**src/include/icache_defines.svh**
```systemverilog
`ifndef ICACHE_DEFINES_SVH
`define ICACHE_DEFINES_SVH

// one 64-bit instruction word per line
`define NUM_ICACHE_LINES 32
`define ICACHE_IDX_BITS  5

// fetch address layout is tag, index, then 3 byte-offset bits
`define MEM_ADDR_BITS    16
`define ICACHE_TAG_BITS  8

// tag 0 is reserved for "no request"
`define NUM_MEM_TAGS     16
`define MEM_TAG_BITS     4

`endif

```
**src/hw/icache_pkg.sv**
```systemverilog
`default_nettype none

`include "icache_defines.svh"

package icache_pkg;

  typedef enum logic [1:0] {
    BUS_NONE = 2'h0,
    BUS_LOAD = 2'h1
  } bus_command_e;

  typedef struct packed {
    logic                        valid;
    logic [`ICACHE_TAG_BITS-1:0] tag;
    logic [63:0]                 data;
  } icache_line_t;

  typedef struct packed {
    logic                        valid;
    logic [`ICACHE_IDX_BITS-1:0] idx;
    logic [`ICACHE_TAG_BITS-1:0] tag;  // address tag the request was issued for
  } mem_tag_entry_t;

  typedef struct packed {
    logic [`ICACHE_TAG_BITS-1:0]                                   tag;
    logic [`ICACHE_IDX_BITS-1:0]                                   idx;
    logic [`MEM_ADDR_BITS-`ICACHE_TAG_BITS-`ICACHE_IDX_BITS-1:0] offset;
  } fetch_fields_t;

  // byte address for PC arithmetic, field view for the cache lookup
  typedef union packed {
    logic [`MEM_ADDR_BITS-1:0] raw;
    fetch_fields_t             fields;
  } fetch_addr_u;

endpackage

`default_nettype wire

```
**src/hw/mem_tag_table.sv**
```systemverilog
`default_nettype none

`include "icache_defines.svh"

module mem_tag_table
  import icache_pkg::*;
(
  input  wire logic                        clock,
  input  wire logic                        reset,
  input  wire logic                        i_alloc,
  input  wire logic [`MEM_TAG_BITS-1:0]    i_alloc_resp,
  input  wire logic [`ICACHE_IDX_BITS-1:0] i_alloc_idx,
  input  wire logic [`ICACHE_TAG_BITS-1:0] i_alloc_tag,
  input  wire logic [`MEM_TAG_BITS-1:0]    i_mem_tag,
  output logic                             o_ret_valid,
  output logic [`ICACHE_IDX_BITS-1:0]      o_ret_idx,
  output logic [`ICACHE_TAG_BITS-1:0]      o_ret_tag
);

  mem_tag_entry_t entries [`NUM_MEM_TAGS];
  mem_tag_entry_t ret_entry;

  assign ret_entry   = entries[i_mem_tag];
  assign o_ret_valid = (i_mem_tag != '0) && ret_entry.valid;
  assign o_ret_idx   = ret_entry.idx;
  assign o_ret_tag   = ret_entry.tag;

  always_ff @(posedge clock) begin
    if (reset) begin
      for (int i = 0; i < `NUM_MEM_TAGS; i++) begin
        entries[i].valid <= 1'b0;
      end
    end else begin
      if (o_ret_valid) begin
        entries[i_mem_tag].valid <= 1'b0;  // free the entry that just returned
      end
      // a tag freed and reissued on the same edge ends up allocated
      if (i_alloc) begin
        entries[i_alloc_resp] <= '{valid: 1'b1, idx: i_alloc_idx, tag: i_alloc_tag};
      end
    end
  end

  // memory only hands out tags that have no request in flight
  a_alloc_free: assert property (@(posedge clock) disable iff (reset)
    i_alloc |-> (i_alloc_resp != '0) &&
                (!entries[i_alloc_resp].valid || (o_ret_valid && i_mem_tag == i_alloc_resp)))
    else $error("allocation onto a busy memory tag %0d", i_alloc_resp);

  a_ret_known: assert property (@(posedge clock) disable iff (reset)
    (i_mem_tag != '0) |-> ret_entry.valid)
    else $error("memory returned unknown tag %0d", i_mem_tag);

endmodule

`default_nettype wire

```
**src/hw/icache.sv**
```systemverilog
`default_nettype none

`include "icache_defines.svh"

module icache
  import icache_pkg::*;
(
  input  wire logic                        clock,
  input  wire logic                        reset,
  input  wire fetch_addr_u                 i_fetch_addr,
  input  wire logic [`MEM_TAG_BITS-1:0]    i_mem_response,
  input  wire logic [`MEM_TAG_BITS-1:0]    i_mem_tag,
  input  wire logic [63:0]                 i_mem_data,
  input  wire logic                        i_ret_valid,
  input  wire logic [`ICACHE_IDX_BITS-1:0] i_ret_idx,
  input  wire logic [`ICACHE_TAG_BITS-1:0] i_ret_tag,
  output logic [63:0]                      o_inst,
  output logic                             o_inst_hit,
  output bus_command_e                     o_mem_command,
  output logic [`MEM_ADDR_BITS-1:0]        o_mem_addr,
  output logic                             o_alloc,
  output logic [`ICACHE_IDX_BITS-1:0]      o_alloc_idx,
  output logic [`ICACHE_TAG_BITS-1:0]      o_alloc_tag
);

  localparam int line_bits   = `ICACHE_TAG_BITS + `ICACHE_IDX_BITS;
  localparam int offset_bits = `MEM_ADDR_BITS - line_bits;

  icache_line_t lines [`NUM_ICACHE_LINES];

  logic [`ICACHE_IDX_BITS-1:0] head;
  logic [`ICACHE_IDX_BITS-1:0] tail;
  logic                        win_valid;  // window is empty until the first restart

  logic [`ICACHE_IDX_BITS-1:0] idx;
  logic [`ICACHE_TAG_BITS-1:0] tag;
  logic [`ICACHE_IDX_BITS-1:0] idx_plus_one;
  logic [`ICACHE_IDX_BITS-1:0] tail_plus_one;
  logic [`ICACHE_IDX_BITS-1:0] idx_dist;
  logic [`ICACHE_IDX_BITS-1:0] tail_dist;
  logic [`ICACHE_IDX_BITS-1:0] ahead;
  logic [line_bits-1:0]        pf_line;
  logic [`ICACHE_TAG_BITS-1:0] pf_tag;
  logic                        tag_match;
  logic                        in_window;
  logic                        run;
  logic                        window_full;
  logic                        tail_ready;
  logic                        mem_req;
  logic                        accepted;
  logic                        fill;

  assign idx = i_fetch_addr.fields.idx;
  assign tag = i_fetch_addr.fields.tag;

  assign tag_match  = lines[idx].tag == tag;
  assign o_inst_hit = lines[idx].valid && tag_match;
  assign o_inst     = lines[idx].data;

  assign idx_plus_one  = idx + 1'b1;
  assign tail_plus_one = tail + 1'b1;
  assign idx_dist      = idx - head;
  assign tail_dist     = tail - head;
  assign in_window     = win_valid && (idx_dist <= tail_dist);
  assign run           = in_window && tag_match;  // current line is filled or on its way

  // the window is sequential from the fetch line, so the tail address follows from it
  assign ahead   = tail - idx;
  assign pf_line = {tag, idx} + line_bits'(ahead);
  assign pf_tag  = pf_line[line_bits-1 -: `ICACHE_TAG_BITS];

  assign window_full = tail_plus_one == idx;
  assign tail_ready  = lines[tail].valid && (lines[tail].tag == pf_tag);
  assign mem_req     = run && !window_full && !tail_ready;
  assign accepted    = mem_req && (i_mem_response != '0);

  assign o_mem_command = mem_req ? BUS_LOAD : BUS_NONE;
  assign o_mem_addr    = {pf_line, {offset_bits{1'b0}}};
  assign o_alloc       = accepted;
  assign o_alloc_idx   = tail;
  assign o_alloc_tag   = pf_tag;

  // a return is dropped if its line was reallocated meanwhile
  assign fill = (i_mem_tag != '0) && i_ret_valid && (lines[i_ret_idx].tag == i_ret_tag);

  always_ff @(posedge clock) begin
    if (reset) begin
      win_valid <= 1'b0;
      head      <= '0;
      tail      <= '0;
    end else begin
      win_valid <= 1'b1;
      head      <= idx;
      if (!run) begin
        tail <= o_inst_hit ? idx_plus_one : idx;  // restart the window at the fetch line
      end else if (accepted || (!window_full && tail_ready)) begin
        tail <= tail_plus_one;
      end
    end
  end

  always_ff @(posedge clock) begin
    if (reset) begin
      for (int i = 0; i < `NUM_ICACHE_LINES; i++) begin
        lines[i].valid <= 1'b0;
      end
    end else begin
      if (fill) begin
        lines[i_ret_idx].data  <= i_mem_data;
        lines[i_ret_idx].valid <= 1'b1;
      end
      if (!run && !o_inst_hit) begin
        lines[idx].valid <= 1'b0;  // claim the missing line for the new tag
        lines[idx].tag   <= tag;
      end
      if (accepted) begin
        lines[tail].valid <= 1'b0;
        lines[tail].tag   <= pf_tag;
      end
    end
  end

  // a stalled fetch only starts hitting after its line came back from memory
  a_hit_after_fill: assert property (@(posedge clock) disable iff (reset)
    (o_inst_hit && !$past(o_inst_hit) && $stable(i_fetch_addr.raw))
      |-> $past(fill) && ($past(i_ret_idx) == idx))
    else $error("hit on line %0d without a fill", idx);

endmodule

`default_nettype wire

```
**src/hw/fetch_stage.sv**
```systemverilog
`default_nettype none

`include "icache_defines.svh"

module fetch_stage
  import icache_pkg::*;
(
  input  wire logic        clock,
  input  wire logic        reset,
  input  wire logic        i_redirect,
  input  wire fetch_addr_u i_redirect_pc,
  input  wire logic [63:0] i_cache_inst,
  input  wire logic        i_cache_hit,
  output fetch_addr_u      o_fetch_addr,
  output logic [63:0]      o_inst,
  output fetch_addr_u      o_inst_pc,
  output logic             o_inst_valid
);

  localparam logic [`MEM_ADDR_BITS-1:0] inst_step = 8;  // bytes per instruction word

  fetch_addr_u pc;

  always_ff @(posedge clock) begin
    if (reset) begin
      pc.raw <= '0;
    end else if (i_redirect) begin
      pc <= i_redirect_pc;
    end else if (i_cache_hit) begin
      pc.raw <= pc.raw + inst_step;  // a miss holds the PC until the line fills
    end
  end

  assign o_fetch_addr = pc;
  assign o_inst_pc    = pc;
  assign o_inst       = i_cache_inst;

  // the word at the old PC is dropped when a redirect arrives with it
  assign o_inst_valid = i_cache_hit && !i_redirect;

  // an unknown hit flag would let the PC step on garbage
  a_hit_known: assert property (@(posedge clock) disable iff (reset)
    !$isunknown({i_redirect, i_cache_hit}))
    else $error("redirect or cache hit flag is unknown");

endmodule

`default_nettype wire

```
**src/hw/fetch_top.sv**
```systemverilog
`default_nettype none

`include "icache_defines.svh"

module fetch_top
  import icache_pkg::*;
(
  input  wire logic                     clock,
  input  wire logic                     reset,
  input  wire logic                     i_redirect,
  input  wire fetch_addr_u              i_redirect_pc,
  input  wire logic [`MEM_TAG_BITS-1:0] i_mem_response,
  input  wire logic [`MEM_TAG_BITS-1:0] i_mem_tag,
  input  wire logic [63:0]              i_mem_data,
  output bus_command_e                  o_mem_command,
  output logic [`MEM_ADDR_BITS-1:0]     o_mem_addr,
  output logic [63:0]                   o_inst,
  output fetch_addr_u                   o_inst_pc,
  output logic                          o_inst_valid
);

  fetch_addr_u                 fetch_addr;
  logic [63:0]                 cache_inst;
  logic                        cache_hit;
  logic                        alloc;
  logic [`ICACHE_IDX_BITS-1:0] alloc_idx;
  logic [`ICACHE_TAG_BITS-1:0] alloc_tag;
  logic                        ret_valid;
  logic [`ICACHE_IDX_BITS-1:0] ret_idx;
  logic [`ICACHE_TAG_BITS-1:0] ret_tag;

  fetch_stage fetch_stage_i (
    .clock         (clock),
    .reset         (reset),
    .i_redirect    (i_redirect),
    .i_redirect_pc (i_redirect_pc),
    .i_cache_inst  (cache_inst),
    .i_cache_hit   (cache_hit),
    .o_fetch_addr  (fetch_addr),
    .o_inst        (o_inst),
    .o_inst_pc     (o_inst_pc),
    .o_inst_valid  (o_inst_valid)
  );

  icache icache_i (
    .clock          (clock),
    .reset          (reset),
    .i_fetch_addr   (fetch_addr),
    .i_mem_response (i_mem_response),
    .i_mem_tag      (i_mem_tag),
    .i_mem_data     (i_mem_data),
    .i_ret_valid    (ret_valid),
    .i_ret_idx      (ret_idx),
    .i_ret_tag      (ret_tag),
    .o_inst         (cache_inst),
    .o_inst_hit     (cache_hit),
    .o_mem_command  (o_mem_command),
    .o_mem_addr     (o_mem_addr),
    .o_alloc        (alloc),
    .o_alloc_idx    (alloc_idx),
    .o_alloc_tag    (alloc_tag)
  );

  // the response tag of an accepted request names the table entry
  mem_tag_table mem_tag_table_i (
    .clock        (clock),
    .reset        (reset),
    .i_alloc      (alloc),
    .i_alloc_resp (i_mem_response),
    .i_alloc_idx  (alloc_idx),
    .i_alloc_tag  (alloc_tag),
    .i_mem_tag    (i_mem_tag),
    .o_ret_valid  (ret_valid),
    .o_ret_idx    (ret_idx),
    .o_ret_tag    (ret_tag)
  );

endmodule

`default_nettype wire

```
**config.mk**
```make
export PLATFORM = sky130hd
export DESIGN_NAME = fetch_top
export DESIGN_NICKNAME = d
export VERILOG_FILES = /design/src/hw/icache_pkg.sv /design/src/hw/mem_tag_table.sv /design/src/hw/icache.sv /design/src/hw/fetch_stage.sv /design/src/hw/fetch_top.sv
export VERILOG_INCLUDE_DIRS = /design/src /design/src/include
export SDC_FILE = /design/constraint.sdc
export NUM_CORES = 2
export LEC_CHECK = 0
export BUFFER_PORTS_ARGS = -buffer_cell sky130_fd_sc_hd__buf_2
export CAP_MARGIN = 20
export CORE_ASPECT_RATIO = 0.7
export CORE_MARGIN = 5
export CORE_UTILIZATION = 43
export CTS_CLUSTER_DIAMETER = 80
export DETAILED_ROUTE_END_ITERATION = 7
export GPL_TIMING_DRIVEN = 0
export SYNTH_ARGS = -nofsm -noshare
export SYNTH_HDL_FRONTEND = slang
export SYNTH_SLANG_ARGS = --single-unit
```
**constraint.sdc**
```tcl
create_clock -name clock -period 14.05 [get_ports clock]
set_input_delay 2.1075 -clock clock [delete_from_list [all_inputs] [get_ports clock]]
set_output_delay 2.1075 -clock clock [all_outputs]
set_load 0.05 [all_outputs]
```
==> results.sh <==
export IMPL_avgRoutedWirePerCell_um=37.2
export IMPL_r2r_slack_ns=4.63
export IMPL_min_path_type="reg -> reg"
export IMPL_drv_cap=0
export IMPL_cts_buffers=266
export IMPL_synth_seq_cells=2597
export IMPL_groute_layer_met2_usage_pct=37.4
export IMPL_post_cts_setup_buffers=0
export IMPL_grt_max_degree=33
export IMPL_ys_top_cells_by_count="edfxtp_1 (2512), mux4_2 (828), nand2_1 (242)"
export IMPL_use_met1_pct=43.1
export IMPL_area_growth_pct=19.0
export IMPL_max_slew_margin_pct=12.0
export IMPL_reg2reg_from="mem_tag_table_i.entries[6][8]$_DFFE_PP_"
export IMPL_gp_routability_congestion=1.01
export IMPL_met3_usage_pct=8.16
export IMPL_portBuffers=182
export IMPL_num_rows=152
export IMPL_die_w_um=603
export IMPL_synth_compound_area_share_pct=3.02
export IMPL_ys_top_cells_by_area="edfxtp_1 (71%), mux4_2 (18%), dfxtp_1 (1.6%)"
export IMPL_top_usage_layer="met1"
export IMPL_clk_pin_slew_ns=0.06
export IMPL_critical_path_class="in -> reg"
export IMPL_drt_drc_violations_left=0
export IMPL_drt_pass1_iter_count=6
export IMPL_ctsHtreeMaxLevel=5
export IMPL_num_vias=61000
export IMPL_final_cell_area_sq_um=126000
export IMPL_p_leak_nw=40.4
export IMPL_fin_crit_sh_pct=76.2
export IMPL_syn_cell_area_sq_um=106000
export IMPL_cts_resized=0
export IMPL_synth_top_area_share_pct=71.2
export IMPL_clock_path_buffers=4
export IMPL_finClkSkew_ns=0.0602
export IMPL_dpl_instance_area_sq_um=117000
export IMPL_muxShareOfSynthArea_pct=19.1
export IMPL_status="completed"
export IMPL_crit_path_max_fanout=10
export IMPL_finalSetupViolations=0
export IMPL_cts_tree="yes"
export IMPL_start_util_pct=43.2
export IMPL_synth_xor_area_share_pct=0.463
export IMPL_hpwl_mm=260
export IMPL_syn_avg_cell_area_sq_um=21.0
export IMPL_postCtsHoldBufs=0
export IMPL_start_kind="input port"
export IMPL_yosysSeqAreaShare_pct=72.8
export IMPL_die_y_um=425
export IMPL_slew_viol_final=0
export IMPL_nFillCells=19100
export IMPL_netlist_instances=5047
export IMPL_grt_pass1_vias=58900
export IMPL_ir_drop_mv=0.0922
export IMPL_synth_warning_count=0
export IMPL_clock_latency_ns=0.86
export IMPL_nNetsFinal=6235
export IMPL_synth_edf_count=2512
export IMPL_worstMarginPinSlew_ns=1.32
export IMPL_gr_total_overflow=0
export IMPL_hold_viol=0
export IMPL_synth_top_family_by_area="multiplexers"
export IMPL_synthAdderAreaFrac_pct=0.336
export IMPL_end_kind="flip-flop"
export IMPL_async_reset_ff_share_pct=0
export IMPL_first_iter_violations=9219
export IMPL_period_needed_ns=10.70
export IMPL_antenna_left=0
export IMPL_grt_setup_unrepaired="no"
export IMPL_cts_num_sinks=2597
export IMPL_vias_per_cell=6.38
export IMPL_grt_pass1_wl_mm=490
export IMPL_worstHoldStart="mem_tag_table_i.entries[0][13]$_SDFFE_PP1P_"
export IMPL_yosysTopAreaCell="edfxtp_1"
export IMPL_startpoint="i_mem_tag[0]"
export IMPL_fmax_mhz=93.4
export IMPL_cts_root_buffer="clkbuf_16"
export IMPL_routed_wl_mm=356
export IMPL_critPathRequiredTime_ns=14.59
export IMPL_coreArea_sq_um=245000
export IMPL_synth_simple_area_share_pct=2.82
export IMPL_ys_types=78
export IMPL_ys_flop_type="edfxtp_1"
export IMPL_pwr_density_cell_nw_per_um2=136
export IMPL_die_area_sq_um=256000
export IMPL_drive_above_1_share_pct=35.3
export IMPL_antenna_found_initial=36
export IMPL_grt_usage_pct=27.5
export IMPL_top_level_ports=190
export IMPL_fin_setup_tns_ns=0
export IMPL_cp_arrival_ns=11.24
export IMPL_post_synth_top_count_cell="edfxtp_1"
[logic make-up (layout without fill, tap and decap cells)]
family,count (synthesis),after routing
AOI/OAI and AO/OA,416,416
buffers and inverters,354,1608
other,1,32
adders and majority gates,26,26
and+or+nand+nor,614,614
muxes,983,983
DFF,2597,2597
xor gates and xnor gates,56,56
[path summary, 6_finish.rpt]
check                                                      to  cells past startpoint
setup reg to reg             icache_i.lines[14][15]$_DFFE_PP_                     23
hold / removal    mem_tag_table_i.entries[0][13]$_SDFFE_PP1P_                      1
hold reg to reg   mem_tag_table_i.entries[0][13]$_SDFFE_PP1P_                      1
setup / recovery             icache_i.lines[14][15]$_DFFE_PP_                     25
[critical path: stages]
cell	delay, ns
buf_2	0.10
buf_4	0.23
mux4_2	0.56
mux2i_4	0.45
and2_1	0.20
clkbuf_1	0.52
buf_2	0.50
clkbuf_1	0.87
o311ai_0	0.31
o2111ai_1	0.30
nand4_1	0.15
nor4_1	0.83
xnor2_1	0.20
nand2_1	0.11
or4b_1	0.56
clkbuf_1	0.44
clkbuf_1	0.43
nor4_2	0.79
buf_4	0.32
buf_4	0.19
buf_4	0.20
buf_4	0.21
buf_4	0.19
buf_4	0.20
buf_6	0.16
[cell type report]
type / instances / area [sq um] / share of cell area [%]
Sequential cell: 2597 / 77100 / 61.2
Multi-Input combinational cell: 2112 / 27800 / 22.1
Clock buffer: 332 / 7210 / 5.72
Timing Repair Buffer: 787 / 6960 / 5.52
Tap cell: 3234 / 4050 / 3.21
Buffer: 326 / 1370 / 1.09
Clock inverter: 135 / 1370 / 1.09
Inverter: 28 / 105 / 0.0834
Antenna cell: 15 / 37.5 / 0.0298
[stage by stage]
step | utilization (%) | hold WS, ns | cells | power (mW) | worst slack, ns
final | 51.4 | 0.477 | 9566 | 17.1 | 3.35
after global routing | 51.4 | 0.492 | 9555 | 17.6 | 3.57
after CTS | 51.3 | 0.475 | 9530 | 17.2 | 3.70
after detailed placement | 47.8 | 0.467 | 9063 | 10.2 | 2.81
after global placement | 45.3 | 0.450 | 8479 | 10.1 | -13.22
after floorplan | - | 0.433 | 5063 | 9.49 | 1.68
[per-layer routing]
layer	vias up	routed length, um
li1	23700	-
met1	32700	155000
met2	4002	147000
met3	619	43800
met4	8	10600
met5	-	61
[registers in the layout, summed over array words and instances, names as in the netlist, named ones only]
register,flops
icache_i.o_alloc_idx,5
mem_tag_table_i.entries,224
icache_i.lines,2336
icache_i.head,5
icache_i.win_valid,1
fetch_stage_i.o_fetch_addr,16
[where the power goes]
part           internal [mW]  switching [mW]  total, mW
sequential              8.51          0.0189       8.53
combinational          0.485            1.01       1.50
clock                   4.13            2.97       7.10
total                   13.1            4.01       17.1
[placed cells by master (no fill, tap or decap), types with 85 or more instances in the layout]
cell type and count:
buf_4 439, clkbuf_1 229, buf_8 93, mux2i_1 116, edfxtp_1 2512, buf_2 242, nand2_1 242, mux4_2 828
clkbuf_16 278, dfxtp_1 85
Note: power is estimated with default switching activity, not from simulation.
